[src/ioctl_pkg.sv]
`default_nettype none

package ioctl_pkg;

	// ======================================
	// Host download bus
	// ======================================

	typedef logic [26:0] ioctl_addr_t;   // Byte address from the host
	typedef logic [15:0] ioctl_data_t;   // One halfword per strobe
	typedef logic [7:0]  ioctl_index_t;  // Picks what is being loaded

	// Whole bus as seen by the loader, 53 bits
	typedef struct packed {
		logic         download;  // High for the whole transfer
		ioctl_index_t index;     // Stable while download is high
		ioctl_addr_t  addr;
		ioctl_data_t  dout;      // Low byte sits at the even address
		logic         wr;        // Single-cycle write strobe
	} ioctl_bus_t;

	// ======================================
	// Download kinds
	// ======================================

	// At most one flag is high at a time
	typedef struct packed {
		logic bios;  // Boot ROM image
		logic cart;  // Game pak image
		logic code;  // Cheat code list
	} dl_flags_t;

	// Index values with a fixed meaning
	localparam ioctl_index_t INDEX_BIOS = 8'd0;
	localparam ioctl_index_t INDEX_CODE = 8'd255;  // All ones

	// Every other index is a cartridge, bits 7:6 give its type

endpackage

`default_nettype wire

[src/gba_load_pkg.sv]
`default_nettype none

package gba_load_pkg;

	import ioctl_pkg::*;

	// ======================================
	// BIOS and cheat codes
	// ======================================

	typedef logic [11:0] bios_addr_t;  // Word address inside the 16 KB BIOS
	typedef logic [31:0] bios_word_t;

	// One code as the core takes it, flags on top
	typedef struct packed {
		logic [31:0] flags;    // 127:96
		logic [31:0] addr;     // 95:64
		logic [31:0] compare;  // 63:32
		logic [31:0] replace;  // 31:0
	} cheat_code_t;

	// ======================================
	// Cartridge and ROM channel
	// ======================================

	typedef logic [1:0]  cart_type_t;   // Taken from index bits 7:6
	typedef logic [95:0] cart_title_t;  // 12 header bytes, first byte on top
	typedef logic [25:0] rom_addr_t;    // Halfword address into memory

	// Write request towards the memory channel, 43 bits
	typedef struct packed {
		logic        req;   // Single-cycle request
		rom_addr_t   addr;
		ioctl_data_t data;
	} rom_req_t;

	localparam ioctl_addr_t ROM_START         = 27'd786432;  // Byte offset of the game pak
	localparam ioctl_addr_t HEADER_TITLE_BASE = 27'd160;     // 0xA0 in the pak header
	localparam int          HEADER_TITLE_LEN  = 12;

	localparam logic [71:0] FLASH_MARKER = "FLASH1M_V";  // Save type tag in the ROM text

	// Quirk table, titles padded with zero bytes
	localparam int QUIRK_COUNT = 8;

	localparam cart_title_t QUIRK_TITLES [QUIRK_COUNT] = '{
		"ROCKY BOXING",               // SRAM only
		"DBZ LGCYGOKU",
		"DBZ TAIKETSU",
		{"IRIDIONII", 24'h000000},
		{"BOMBER MAN", 16'h0000},     // Remapped NES ports from here on
		{"CASTLEVANIA", 8'h00},
		{"SUPER MARIO", 8'h00},
		{"MAPPY", 56'h00000000000000}
	};

	localparam logic [QUIRK_COUNT-1:0] QUIRK_REMAP = 8'b1111_0000;  // Bit i for entry i

endpackage

`default_nettype wire

[src/bios_loader.sv]
`timescale 1ns/1ps
`default_nettype none

module bios_loader import ioctl_pkg::*, gba_load_pkg::*; (
	input  wire             clk_sys,
	input  wire             reset,
	input  wire ioctl_bus_t host,
	input  wire             bios_active,
	input  wire             homebrew_bios,  // Keep the built-in replacement
	output logic            bios_wr,
	output bios_addr_t      bios_addr,
	output bios_word_t      bios_data
);

	logic take;  // BIOS halfword accepted this cycle

	assign take = bios_active & host.wr & ~homebrew_bios;

	// Strobe goes out with the upper half
	always_ff @(posedge clk_sys) begin
		if (reset)
			bios_wr <= 1'b0;
		else
			bios_wr <= take & host.addr[1];
	end

	// Word assembly, low half first
	always_ff @(posedge clk_sys) begin
		if (take) begin
			if (!host.addr[1]) begin
				bios_data[15:0] <= host.dout;
			end else begin
				bios_data[31:16] <= host.dout;
				bios_addr        <= host.addr[13:2];  // Byte to word address
			end
		end
	end

endmodule

`default_nettype wire

[src/cart_quirks.sv]
`timescale 1ns/1ps
`default_nettype none

module cart_quirks import ioctl_pkg::*, gba_load_pkg::*; (
	input  wire             clk_sys,
	input  wire             reset,
	input  wire ioctl_bus_t host,
	input  wire             cart_active,
	input  wire             cart_start,
	output logic            sram_quirk,
	output logic            remap_quirk
);

	cart_title_t            title;      // Header title, first byte on top
	ioctl_addr_t            title_off;  // Byte offset into the title field
	logic [3:0]             title_pos;  // Halfword slot counted in bytes from the bottom
	logic                   cart_wr;
	logic                   in_title;   // Write lands inside bytes 160..171
	logic                   at_check;   // Write at byte 172, title complete
	logic [QUIRK_COUNT-1:0] match;      // One bit per table entry

	assign cart_wr   = cart_active & host.wr;
	assign title_off = host.addr - HEADER_TITLE_BASE;
	assign title_pos = 4'(HEADER_TITLE_LEN - 2) - title_off[3:0];
	assign in_title  = (host.addr >= HEADER_TITLE_BASE) &&
		(title_off < ioctl_addr_t'(HEADER_TITLE_LEN));
	assign at_check  = (title_off == ioctl_addr_t'(HEADER_TITLE_LEN));

	// Compare against every entry in parallel
	always_comb begin
		for (int i = 0; i < QUIRK_COUNT; i++) begin
			match[i] = (title == QUIRK_TITLES[i]);
		end
	end

	// ======================================
	// Title capture
	// ======================================

	always_ff @(posedge clk_sys) begin
		if (cart_wr && in_title)
			title[{title_pos, 3'b000} +: 16] <= {host.dout[7:0], host.dout[15:8]};
	end

	// Quirk flags
	always_ff @(posedge clk_sys) begin
		if (reset) begin
			sram_quirk  <= 1'b0;
			remap_quirk <= 1'b0;
		end else if (cart_start) begin
			sram_quirk  <= 1'b0;  // New game, forget the last one
			remap_quirk <= 1'b0;
		end else if (cart_wr && at_check) begin
			sram_quirk  <= |match;                // Every entry needs SRAM
			remap_quirk <= |(match & QUIRK_REMAP);
		end
	end

endmodule

`default_nettype wire

[src/cart_scanner.sv]
`timescale 1ns/1ps
`default_nettype none

module cart_scanner import ioctl_pkg::*, gba_load_pkg::*; (
	input  wire             clk_sys,
	input  wire             reset,
	input  wire ioctl_bus_t host,
	input  wire             cart_active,
	input  wire             cart_start,
	input  wire             cart_end,
	output logic            cart_loaded,
	output cart_type_t      cart_type,
	output logic            flash_1m,
	output ioctl_addr_t     last_addr
);

	logic [63:0] history;   // Last eight bytes, newest in the low byte
	logic        cart_wr;   // Cartridge halfword on the bus
	logic        hit_low;   // Marker ends on the low byte of this write
	logic        hit_high;  // Marker ends on the high byte

	assign cart_wr  = cart_active & host.wr;
	assign hit_low  = ({history, host.dout[7:0]} == FLASH_MARKER);
	assign hit_high = ({history[55:0], host.dout[7:0], host.dout[15:8]} == FLASH_MARKER);

	// ======================================
	// Cartridge status
	// ======================================

	always_ff @(posedge clk_sys) begin
		if (reset) begin
			cart_loaded <= 1'b0;
			cart_type   <= '0;
			flash_1m    <= 1'b0;
		end else begin
			if (cart_start) begin
				cart_type   <= host.index[7:6];  // Index is still stable here
				cart_loaded <= 1'b1;             // Stays set until reset
				flash_1m    <= 1'b0;
			end
			if (cart_wr && (hit_low || hit_high))
				flash_1m <= 1'b1;  // Wins over the clear above
		end
	end

	// Byte history and end address
	always_ff @(posedge clk_sys) begin
		if (cart_wr)
			history <= {history[47:0], host.dout[7:0], host.dout[15:8]};  // Low byte first
		if (cart_end)
			last_addr <= host.addr;  // Host leaves the address of its last write
	end

endmodule

`default_nettype wire

[src/cheat_loader.sv]
`timescale 1ns/1ps
`default_nettype none

module cheat_loader import ioctl_pkg::*, gba_load_pkg::*; (
	input  wire             clk_sys,
	input  wire             reset,
	input  wire ioctl_bus_t host,
	input  wire             code_active,
	output cheat_code_t     cheat_code,
	output logic            cheat_valid
);

	logic       code_wr;  // Code halfword on the bus
	logic [3:0] offset;   // Halfword place inside the 16-byte code

	assign code_wr = code_active & host.wr;
	assign offset  = host.addr[3:0];

	// Last halfword completes the code
	always_ff @(posedge clk_sys) begin
		if (reset)
			cheat_valid <= 1'b0;
		else
			cheat_valid <= code_wr && (offset == 4'd14);
	end

	// ======================================
	// Field assembly
	// ======================================

	// Values arrive big endian, the loader already swapped them
	always_ff @(posedge clk_sys) begin
		if (code_wr) begin
			case (offset)
				4'd0:  cheat_code.flags[15:0]    <= host.dout;
				4'd2:  cheat_code.flags[31:16]   <= host.dout;
				4'd4:  cheat_code.addr[15:0]     <= host.dout;  // Target address
				4'd6:  cheat_code.addr[31:16]    <= host.dout;
				4'd8:  cheat_code.compare[15:0]  <= host.dout;  // Old value
				4'd10: cheat_code.compare[31:16] <= host.dout;
				4'd12: cheat_code.replace[15:0]  <= host.dout;  // New value
				4'd14: cheat_code.replace[31:16] <= host.dout;
				default: ;                                      // Odd offsets never come
			endcase
		end
	end

endmodule

`default_nettype wire

[src/download_decoder.sv]
`timescale 1ns/1ps
`default_nettype none

module download_decoder import ioctl_pkg::*; (
	input  wire             clk_sys,
	input  wire             reset,
	input  wire ioctl_bus_t host,
	output dl_flags_t       flags,
	output logic            cart_start,
	output logic            cart_end,
	output logic            cheat_clear
);

	logic is_bios;      // Index decode
	logic is_code;
	logic cart_d1;      // Cart flag one cycle back
	logic download_d1;  // Raw download level one cycle back

	assign is_bios = (host.index == INDEX_BIOS);
	assign is_code = (host.index == INDEX_CODE);

	always_ff @(posedge clk_sys) begin
		if (reset) begin
			flags       <= '0;
			cart_d1     <= 1'b0;
			download_d1 <= 1'b0;
			cart_start  <= 1'b0;
			cart_end    <= 1'b0;
			cheat_clear <= 1'b0;
		end else begin
			// Kind of the running download
			flags.bios <= host.download & is_bios;
			flags.code <= host.download & is_code;
			flags.cart <= host.download & ~is_bios & ~is_code;  // Anything else

			cart_d1     <= flags.cart;
			download_d1 <= host.download;

			cart_start  <= flags.cart & ~cart_d1;  // Rising edge of the cart flag
			cart_end    <= ~flags.cart & cart_d1;  // Falling edge
			// Wipe the old code list when a new one starts
			cheat_clear <= host.download & ~download_d1 & is_code;
		end
	end

endmodule

`default_nettype wire

[src/gba_loader_top.sv]
`timescale 1ns/1ps
`default_nettype none

module gba_loader_top import ioctl_pkg::*, gba_load_pkg::*; (
	input  wire             clk_sys,
	input  wire             reset,
	input  wire ioctl_bus_t host,
	input  wire             homebrew_bios,
	input  wire             mem_ack,
	output logic            ioctl_wait,
	output rom_req_t        rom,
	output logic            bios_wr,
	output bios_addr_t      bios_addr,
	output bios_word_t      bios_data,
	output cheat_code_t     cheat_code,
	output logic            cheat_valid,
	output logic            cheat_clear,
	output logic            cart_loaded,
	output cart_type_t      cart_type,
	output logic            flash_1m,
	output ioctl_addr_t     last_addr,
	output logic            sram_quirk,
	output logic            remap_quirk
);

	dl_flags_t flags;       // Kind of the running download
	logic      cart_start;  // Cartridge download edges
	logic      cart_end;

	// ======================================
	// Download sorting
	// ======================================

	download_decoder download_decoder_i (
		.clk_sys     (clk_sys),
		.reset       (reset),
		.host        (host),
		.flags       (flags),
		.cart_start  (cart_start),
		.cart_end    (cart_end),
		.cheat_clear (cheat_clear)
	);

	// Cartridge side
	cart_scanner cart_scanner_i (
		.clk_sys     (clk_sys),
		.reset       (reset),
		.host        (host),
		.cart_active (flags.cart),
		.cart_start  (cart_start),
		.cart_end    (cart_end),
		.cart_loaded (cart_loaded),
		.cart_type   (cart_type),
		.flash_1m    (flash_1m),
		.last_addr   (last_addr)
	);

	cart_quirks cart_quirks_i (
		.clk_sys     (clk_sys),
		.reset       (reset),
		.host        (host),
		.cart_active (flags.cart),
		.cart_start  (cart_start),
		.sram_quirk  (sram_quirk),
		.remap_quirk (remap_quirk)
	);

	rom_writer rom_writer_i (
		.clk_sys     (clk_sys),
		.reset       (reset),
		.host        (host),
		.cart_active (flags.cart),
		.mem_ack     (mem_ack),
		.rom         (rom),
		.ioctl_wait  (ioctl_wait)
	);

	// BIOS and cheat codes
	bios_loader bios_loader_i (
		.clk_sys       (clk_sys),
		.reset         (reset),
		.host          (host),
		.bios_active   (flags.bios),
		.homebrew_bios (homebrew_bios),
		.bios_wr       (bios_wr),
		.bios_addr     (bios_addr),
		.bios_data     (bios_data)
	);

	cheat_loader cheat_loader_i (
		.clk_sys     (clk_sys),
		.reset       (reset),
		.host        (host),
		.code_active (flags.code),
		.cheat_code  (cheat_code),
		.cheat_valid (cheat_valid)
	);

endmodule

`default_nettype wire

[src/rom_writer.sv]
`timescale 1ns/1ps
`default_nettype none

module rom_writer import ioctl_pkg::*, gba_load_pkg::*; (
	input  wire             clk_sys,
	input  wire             reset,
	input  wire ioctl_bus_t host,
	input  wire             cart_active,
	input  wire             mem_ack,      // One pulse per request
	output rom_req_t        rom,
	output logic            ioctl_wait
);

	typedef enum logic {
		WAIT_IDLE,  // Host may write
		WAIT_BUSY   // Request out, memory not done yet
	} wait_state_t;

	wait_state_t state;
	logic        req_q;
	rom_addr_t   addr_q;
	ioctl_data_t data_q;
	logic        cart_wr;

	assign cart_wr    = cart_active & host.wr;
	assign ioctl_wait = (state == WAIT_BUSY);  // Back pressure to the host
	assign rom        = '{req: req_q, addr: addr_q, data: data_q};

	// Wait FSM
	always_ff @(posedge clk_sys) begin
		if (reset || !cart_active) begin
			state <= WAIT_IDLE;  // No wait outside a cartridge download
		end else begin
			if (cart_wr) state <= WAIT_BUSY;
			if (mem_ack) state <= WAIT_IDLE;
		end
	end

	always_ff @(posedge clk_sys) begin
		if (reset) req_q <= 1'b0;
		else req_q <= cart_wr;  // One request per host write
	end

	// Payload, halfword address shifted up to the ROM base
	always_ff @(posedge clk_sys) begin
		if (cart_wr) begin
			addr_q <= host.addr[26:1] + ROM_START[26:1];
			data_q <= host.dout;
		end
	end

endmodule

`default_nettype wire

[config.mk]
export PLATFORM = sky130hd
export DESIGN_NAME = gba_loader_top
export DESIGN_NICKNAME = d
export VERILOG_FILES = /design/src/ioctl_pkg.sv /design/src/gba_load_pkg.sv /design/src/bios_loader.sv /design/src/cart_quirks.sv /design/src/cart_scanner.sv /design/src/cheat_loader.sv /design/src/download_decoder.sv /design/src/gba_loader_top.sv /design/src/rom_writer.sv
export SDC_FILE = /design/constraint.sdc
export NUM_CORES = 1
export LEC_CHECK = 0
export BUFFER_PORTS_ARGS = -buffer_cell sky130_fd_sc_hd__clkbuf_2
export CAP_MARGIN = 15
export CORE_ASPECT_RATIO = 1.2
export CORE_MARGIN = 2
export CORE_UTILIZATION = 39
export CTS_CLUSTER_SIZE = 14
export DETAILED_ROUTE_END_ITERATION = 8
export PLACE_DENSITY = 0.68
export SYNTH_ARGS = -nofsm -noshare
export SYNTH_HDL_FRONTEND = slang
export SYNTH_SLANG_ARGS = --single-unit
[constraint.sdc]
create_clock -name clk_sys -period 3.53 [get_ports clk_sys]
set_clock_uncertainty 0.1 [all_clocks]
set_input_delay 0.353 -clock clk_sys [delete_from_list [all_inputs] [get_ports clk_sys]]
set_output_delay 0.353 -clock clk_sys [all_outputs]
set_load 0.02 [all_outputs]
Word level (Yosys, flattened, before mapping)
Cells that the tools add are included.
- input port bits: 57
- word-level logic and storage cells: 108
- output and inout port bits: 252
- bits in registers: 419
- shift-type cells: 2
- eq/ne operators: 19
- bitwise gates (word level): 20
- $add $sub $neg: 4
- reductions and logical operators: 25
- order comparisons: 2
- mux-type cells: 3
- operators with widths (kind ; count):
    96-bit by 95-bit == test with 1-bit output (second input constant) ; 8
    72-bit by 71-bit == test with 1-bit output (second input constant) ; 2
    96-bit bitwise mux ; 1
    16-bit by 9-bit variable shift with 96-bit output (first input constant) ; 1
    16-bit by 9-bit variable part select with 96-bit output ; 1
    27-bit by 4-bit == test with 1-bit output (second input constant) ; 1
    27-bit by 8-bit >= comparator with 1-bit output (second input constant) ; 1
    27-bit by 4-bit < comparator with 1-bit output (second input constant) ; 1
    27-bit by 8-bit subtractor with 27-bit output (second input constant) ; 1
    26-bit by 19-bit adder with 26-bit output (second input constant) ; 1
    2-bit AND reduction ; 10
    4-bit == test (second input constant) ; 4
    1-bit AND ; 13
    7-bit negator with 9-bit output ; 1
    4-bit by 3-bit == test with 1-bit output (second input constant) ; 2
    8-bit == test (second input constant) ; 1
    8-bit logical NOT ; 1
    8-bit OR reduction ; 1
    1-bit NOT ; 7
    1-bit logical AND ; 5
    4-bit by 2-bit == test with 1-bit output (second input constant) ; 1
    4-bit logical NOT ; 1
    2-bit OR reduction ; 2
    4-bit OR reduction ; 1
    5 further kinds ; 7

Depth between registers and ports, before layout
Gate-level depths: netlist of the first run.
- depth after elaboration: 5
- gate-level depth with buffers: 11
- depth with buffers taken out: 9

Hierarchy
From an unflattened synthesis of the first run, not the netlist that was laid out.
- cell total of the unflattened synthesis: 1005
- area total of the unflattened synthesis: 16000.3 um^2
- by module, submodules not included (module ; cells an instance ; sequential area each (um^2) ; area an instance (um^2) ; times used):
    cart_quirks ; 576 ; 2922.8 ; 5745.5 ; 1
    cheat_loader ; 143 ; 3863.7 ; 3978.8 ; 1
    cart_scanner ; 144 ; 2812.7 ; 3181.8 ; 1
    rom_writer ; 70 ; 1301.2 ; 1481.4 ; 1
    bios_loader ; 49 ; 1341.3 ; 1368.8 ; 1
    download_decoder ; 23 ; 160.2 ; 244.0 ; 1

Worst setup path before layout of the first run
Ideal clock, no wire load.
- kind: input -> register
- start point: in host[17] in the netlist's numbering
- end point: reg cart_quirks_i.title[16], enable pin
- stages: 11
- arrival: 2662 ps
- slack: 397 ps
- data required time: 3060 ps
- setup time: 370 ps
- path buffers: 3
- cells stage by stage: clkbuf_1 > inv_1 > ha_1 > nand2b_1 > mux2i_1 > xnor2_1 > buf_2 > a21oi_1 > buf_2 > nand3_2 > nor2_1
- cells in the longest elaborated chain, start to end: 4
- elaborated cells on any way between the ends: 5
- classes of those cells: add/sub: 1; order compare: 2; reduce/logical: 2
- ends and longest elaborated chain (element ; line ; source):
    start: declaration ; gba_loader_top.sv:7 ; input wire ioctl_bus_t host,
    27-bit by 8-bit subtractor with 27-bit output ; cart_quirks.sv:23 ; assign title_off = host.addr - HEADER_TITLE_BASE;
    27-bit by 4-bit < comparator with 1-bit output ; cart_quirks.sv:26 ; (title_off < ioctl_addr_t'(HEADER_TITLE_LEN));
    1-bit logical AND (*) ; cart_quirks.sv:25 ; assign in_title = (host.addr >= HEADER_TITLE_BASE) &&
    1-bit logical AND (*) ; cart_quirks.sv:41 ; if (cart_wr && in_title)
    end signal: indexed assignment ; cart_quirks.sv:42 ; title[{title_pos, 3'b000} +: 16] <= {host.dout[7:0], host.dout[15:8]};
    end: declaration ; cart_quirks.sv:14 ; cart_title_t title;
Mark *: on every way between the ends. The rest lies on a longest branch, timed or not.
A chain may end at the register's enable or synchronous reset.

Worst setup path after layout of the first run
- start point: in host[23] in the netlist's numbering
- end point: reg cart_quirks_i.title[14], enable pin
Same word-level chain as after synthesis.

==> results.md, run 1 <==
- Status: completed
- Setup WS pre-CTS: 0.285 ns
- Reg2reg start: cart_quirks_i.title[77]$_DFFE_PP_
- Clk pwr share: 0.427
- Slew at the pin closest to its max-slew limit: 0.971 ns
- CTS tree: yes
- Slew Viols, Final: 0
- Critical Path AT: 3.28 ns
- Nets@finish: 1435
- Remaining DRCs: 0
- Vias in the first global route: 10600
- Fin. Hold Viols: 0
- CTS Buf Count: 40
- PwrDens: 526 mW/mm2
- Final Critical Period: 3.20 ns
- Distinct cells, synth: 61
- Count leader, synth: edfxtp_1
- Worst-path fanout max: 12
- GP Congestion: 0.936
- Async SR Flop Fraction: 0
- Die Y: 222 um
- Placed inst area: 0.0178 mm2
- Hold Crit Start: host[38]
- Pint: 8.03 mW
- Detailed Routing Iterations Pass 1: 5
- Clk buf depth: 3
- Ys Warns: 0
- Vias/cell: 5.39
- Number of synthesized flops with an enable pin: 385
- WS Path Type: in2reg
- DRT iter0 DRCs: 986
- Setup violators final: 0
- F_max: 0.313 GHz
- Pin count of the biggest net entering global routing: 41
- Post-synthesis register bit count: 403
- Maximum vdd drop: 0.516 mV
- Seq. cell area: 0.0119 mm2
- CP required: 3.61 ns
- Die area: 0.0413 mm2
- Synth Cell Area: 0.0155 mm2
- Cells after Synth: 994
- Port Buffers: 308
- Post-Route Utilization: 0.491
- Final worst-path cycle share: 0.906
- Maxcap violations: 0
- GRT overflow: 0
- Comb pwr share: 0.053
- Design Area, Final: 0.0194 mm2
- Unrepaired setup endpoints after global routing: no
- Worst Setup End Kind: flop
- Total GRT Usage: 0.222
- Worst setup SP type: primary input
- Routed vias: 10400
- Cts repair resizes: 0
- Net Sw Frac: 0.211
- Die X: 186 um
- Clk Tree Root Cell: clkbuf_16
- Max transition margin: 0.347
- HPWL Detailed: 32600 um
- Seq pwr share: 0.520
- H-tree levels: 2
- Leakage: 7.16 nW
- Clock sink count: 403
- Top cells by area, synth: edfxtp_1 75%, nor2_1 3.3%, dfxtp_1 2.3%
- Initial antenna violation count: 0
- Initial core utilization: 0.393
- Cell taking the most area after synthesis: edfxtp_1
- Post-Syn Nets: 1061
- Switching power: 2.15 mW
- Worst-Skew Late Latency: 0.54 ns
- Cell Rows: 80
- Postcts setup bufs: 0
- Hold WC Path Type: in2reg
- Antenna-violating nets left: 0
- Total design power: 10.2 mW
- Average cell area after synthesis: 15.6 um2
- First-pass GRT wire length: 66900 um
- Synth-to-Final Area Change: 24.9%
- Sequential-to-total area share from yosys stat: 0.769
- Reg clk slew, reported paths: 0.06 ns
- Share of cells above drive strength 1: 0.305
- Io pins: 309
- Multi-input gate area: 0.00330 mm2
- Top post-synthesis cells by count: 385 x edfxtp_1, 138 x nor2_1, 38 x nand2_1, 38 x nand4_1, 30 x nor4_1
- Top FF cell, synth: edfxtp_1
- Total of fill cells in the finished design: 3424
- Final TNS setup: 0 ns
- Setup ws final: 0.330 ns
- Placeable Area: 0.0394 mm2
- Yosys top cell area share: 0.746
- CP Launch Point: host[23]
- WL/cell: 23.9 um
- Routed wire length: 46100 um
-- worst paths after layout --
check                                                            endpoint  depth (start not counted)  slack, ns
worst max-delay path                    cart_quirks_i.title[14]$_DFFE_PP_                         12       0.33
worst max register to register     cart_quirks_i.remap_quirk$_SDFFE_PP0P_                          7       0.63
worst min-delay path               cart_scanner_i.last_addr[21]$_DFFE_PP_                          1       0.02
worst min register to register  download_decoder_i.cheat_clear$_SDFF_PP0_                          1       0.31
-- sequential cells by signal, indices dropped and copies added (netlist names), 2 cells and up --
name and flops:
cheat_loader_i.cheat_code 128, cart_quirks_i.title 96, cart_scanner_i.history 64, bios_loader_i.bios_data 32, cart_scanner_i.last_addr 27, rom_writer_i.addr_q 26, bios_loader_i.bios_addr 12, download_decoder_i.flags 3
cart_scanner_i.cart_type 2
-- what timing repair did --
action | CTS | global route
hold endpoints to repair | 23 | 0
hold buffers | 16 | 0
endpoints found under the setup margin | 0 | 0
-- cell families after synthesis --
family / Yosys count / share of synthesized area
AO/OA/AOI/OAI: 79 / 0.0354
XOR/XNOR: 11 / 0.00622
adder cells (fa/ha/maj): 10 / 0.00807
buffers and inverters: 58 / 0.0186
flip-flops: 403 / 0.769
multiplexers: 20 / 0.0129
AND/OR/NAND/NOR: 413 / 0.149
-- area by class of cell --
| cell class | count | area share |
|---|---|---|
| clock buffer | 56 | 0.0580 |
| inverter | 23 | 0.00446 |
| timing repair buffer | 367 | 0.105 |
| clock inverter | 16 | 0.0115 |
| sequential | 403 | 0.616 |
| antenna | 1 | 0.000129 |
| multi-input combinational | 533 | 0.170 |
| tap | 533 | 0.0344 |
-- worst max-delay path: stages --
cell           delay, ns
dlygate4sd3_1       0.55
clkbuf_2            0.20
inv_1               0.11
ha_1                0.27
nand2b_1            0.24
o31ai_1             0.24
a21o_1              0.19
nand3b_1            0.08
nor3_1              0.14
nand4_1             0.11
buf_4               0.22
a21oi_1             0.57
-- per-layer routing --
| metal | up-vias | track usage | wire [um] | share of wire |
|---|---|---|---|---|
| li1 | 4612 | - | - | - |
| met1 | 5122 | 0.261 | 16900 | 0.37 |
| met2 | 554 | 0.382 | 23300 | 0.50 |
| met3 | 134 | 0.0510 | 3680 | 0.080 |
| met4 | 0 | 0.107 | 2270 | 0.049 |
| met5 | - | 0 | 0 | 0 |
-- through the flow --
stage,instances,hold WS [ns]
floorplan,994,0.275
global placement,1843,0.292
global route,1931,0.0128
finish,1932,0.0162
detailed placement,1843,0.287
CTS,1931,0.0000266
-- placed cells by master, fill, tap and decap left out, types with 23 or more instances in the layout --
master     Yosys  layout
buf_4         17      42
clkbuf_2       0     308
nor2_1       138     138
edfxtp_1     385     385
nor4_1        30      30
nand4_1       38      38
a21oi_1       26      26
nor3_1        28      26
nand2_1       38      38
clkbuf_16      0      42
inv_1         23      23
-- power groups by stage --
stage          sequential (mW)  clock, mW  combinational (mW)
6_report                  5.30       4.34               0.544
5_1_grt                   5.30       4.59               0.584
4_1_cts                   5.30       4.40               0.538
3_5_place_dp              5.40          0               0.522
3_3_place_gp              5.40          0               0.515
2_1_floorplan             5.42          0               0.244
Power figures use the tool's default switching activity.
==> run 2: changes to the inputs <==
--- a/config.mk
+++ b/config.mk
@@ -7,7 +7,6 @@
 export LEC_CHECK = 0
 export BUFFER_PORTS_ARGS = -buffer_cell sky130_fd_sc_hd__clkbuf_2
 export CAP_MARGIN = 15
-export CORE_ASPECT_RATIO = 1.2
 export CORE_MARGIN = 2
 export CORE_UTILIZATION = 39
 export CTS_CLUSTER_SIZE = 14
==> run 2 against run 1 <==
Against the previous run: non-clock buffer count increased by 8; final area increased by 0.52%; clock power about the same.
==> results.md, run 2 (synthesis gave the netlist of run 1 again) <==
- Status: completed
- Nets@finish: 1444 (+0.63%)
- Die area: 0.0413 mm2 (about the same)
- Max transition margin: 0.389 (+0.0425)
- Hold Worst Slack: 0.0188 ns (+0.00256 ns)
- Setup violators final: 0 (unchanged)
- Cell Rows: 73 (-8.8%)
- CTS tree: yes
- Unrepaired setup endpoints after global routing: no
- Die X: 203 um (+9.3%)
- F_max: 0.319 GHz (+2.1%)
- Share of cells above drive strength 1: 0.307 (+0.00188)
- CP top delay family: simple AND/OR/NAND/NOR gates
- Total design power: 10.2 mW (+0.18%)
- CP max stage delay: 0.56 ns (about the same)
- Placed cells: 1835 (-0.43%)
- Cts repair resizes: 0 (unchanged)
- Initial antenna violation count: 1 (+1)
- Clk Tree Root Cell: clkbuf_16
- Clock sink count: 403 (unchanged)
- Slew Viols, Final: 0 (unchanged)
- PwrDens: 524 mW/mm2 (-0.34%)
- Worst Setup End Kind: flop
- Setup WS pre-CTS: 0.312 ns (+0.0278 ns)
- Final worst-path cycle share: 0.888 (-0.0185)
- Most frequent cells in the layout: 385 x edfxtp_1, 308 x clkbuf_2, 138 x nor2_1
- Worst-path fanout max: 12 (unchanged)
- GRT overflow: 0 (unchanged)
- Slew at the pin closest to its max-slew limit: 0.903 ns (-0.0675 ns)
- Io pins: 309 (unchanged)
- Slowest cell on the critical path: dlygate4sd3_1
- Commonest non-fill, non-tap cell in the layout: edfxtp_1
- Pin count of the biggest net entering global routing: 59 (+44%)
- Total GRT Usage: 0.215 (-0.00760)
- Remaining DRCs: 0 (unchanged)
- Initial core utilization: 0.393 (about the same)
- Hold WC Path Type: in2reg
- Reg clk slew, reported paths: 0.06 ns (about the same)
- Routed wire length: 44900 um (-2.7%)
- Total of fill cells in the finished design: 3372 (-1.5%)
- WS Path Type: in2reg
- Port Buffers: 308 (unchanged)
- First-pass GRT wire length: 64900 um (-2.9%)
- Placeable Area: 0.0395 mm2 (about the same)
- Postcts setup bufs: 0 (unchanged)
- Leakage: 7.21 nW (+0.73%)
- Fin. Hold Viols: 0 (unchanged)
- Worst setup SP type: primary input
- Die Y: 203 um (-8.6%)
- Maximum vdd drop: 0.537 mV (+4.1%)
- Setup ws final: 0.395 ns (+0.0653 ns)
- Antenna-violating nets left: 0 (unchanged)
- H-tree levels: 2 (unchanged)
- Final Critical Period: 3.13 ns (-0.0653 ns)
- Vias in the first global route: 10300 (-2.6%)
- Detailed Routing Iterations Pass 1: 5 (unchanged)
- Largest register FFs: 128 (unchanged)
- Routed vias: 10500 (+0.80%)
- HPWL Detailed: 31300 um (-3.9%)
- CTS Buf Count: 41 (+2.5%)
- CP required: 3.64 ns (+0.03 ns)
- Non-filler cells, final: 1935 (+0.16%)
- Buf/Inv on CP: 4 (unchanged)
- Maxcap violations: 0 (unchanged)
- WL/cell: 23.2 um (-2.9%)
- Synth-to-Final Area Change: 25.6%
- Cell chain of the critical path: dlygate4sd3_1, clkbuf_2, inv_1, ha_1, nand2b_1, o31ai_1, a21o_1, nand3b_1, nor3_1, nand4_1, buf_4, nor2_1
- Vias/cell: 5.43 (+0.64%)
- Worst-Skew Late Latency: 0.59 ns (+0.05 ns)
- DRT iter0 DRCs: 1080 (+9.5%)
- Critical Path AT: 3.25 ns (-0.03 ns)
- GP Congestion: 0.906 (-3.2%)
- Clk buf depth: 3 (unchanged)
- Final TNS setup: 0 ns (unchanged)
run 2: path summary, 6_finish.rpt:
check                                                            endpoint                                  start  cells past startpoint  slack, ns
worst max-delay path                     cart_quirks_i.title[2]$_DFFE_PP_                               host[22]                     12       0.40
worst max register to register      cart_quirks_i.sram_quirk$_SDFFE_PP0P_       cart_quirks_i.title[1]$_DFFE_PP_                      7       0.60
worst min register to register   download_decoder_i.cart_start$_SDFF_PP0_  download_decoder_i.cart_d1$_SDFF_PP0_                      1       0.32
worst min-delay path            download_decoder_i.download_d1$_SDFF_PP0_                               host[52]                      3       0.02
run 2: metal layers:
layer,part of all wire,global-route usage,up-vias
li1,-,-,4634
met1,0.41,0.286,5127
met2,0.46,0.340,654
met3,0.11,0.0626,90
met4,0.028,0.0686,0
met5,0,0,-
run 2: worst min-delay path: stages:
cell and delay (ns):
clkbuf_2 0.08, nand2b_1 0.12, inv_1 0.10
run 2: area by class of cell:
class                      instances  area [um2]  area share
inverter                          23        86.3     0.00444
clock buffer                      51        1090      0.0562
multi-input combinational        533        3300       0.169
tap                              525         657      0.0338
timing repair buffer             375        2120       0.109
clock inverter                    24         283      0.0145
antenna                            1        2.50    0.000129
sequential                       403       11900       0.613
run 2: timing repair:
| action | CTS | global route |
|---|---|---|
| hold endpoints to repair | 39 | 0 |
| hold buffers | 24 | 0 |
| endpoints found under the setup margin | 0 | 0 |
run 2: through the flow:
step | utilization | instance area [um2]
finish | 0.493 | 19500
global route | 0.493 | 19500
CTS | 0.493 | 19500
detailed placement | 0.452 | 17800
global placement | 0.452 | 17800
floorplan | - | 15500
run 2: where the power goes:
part	internal, mW	switching [mW]
sequential	5.28	0.0190
clock	2.53	1.84
combinational	0.165	0.375
total	7.97	2.23
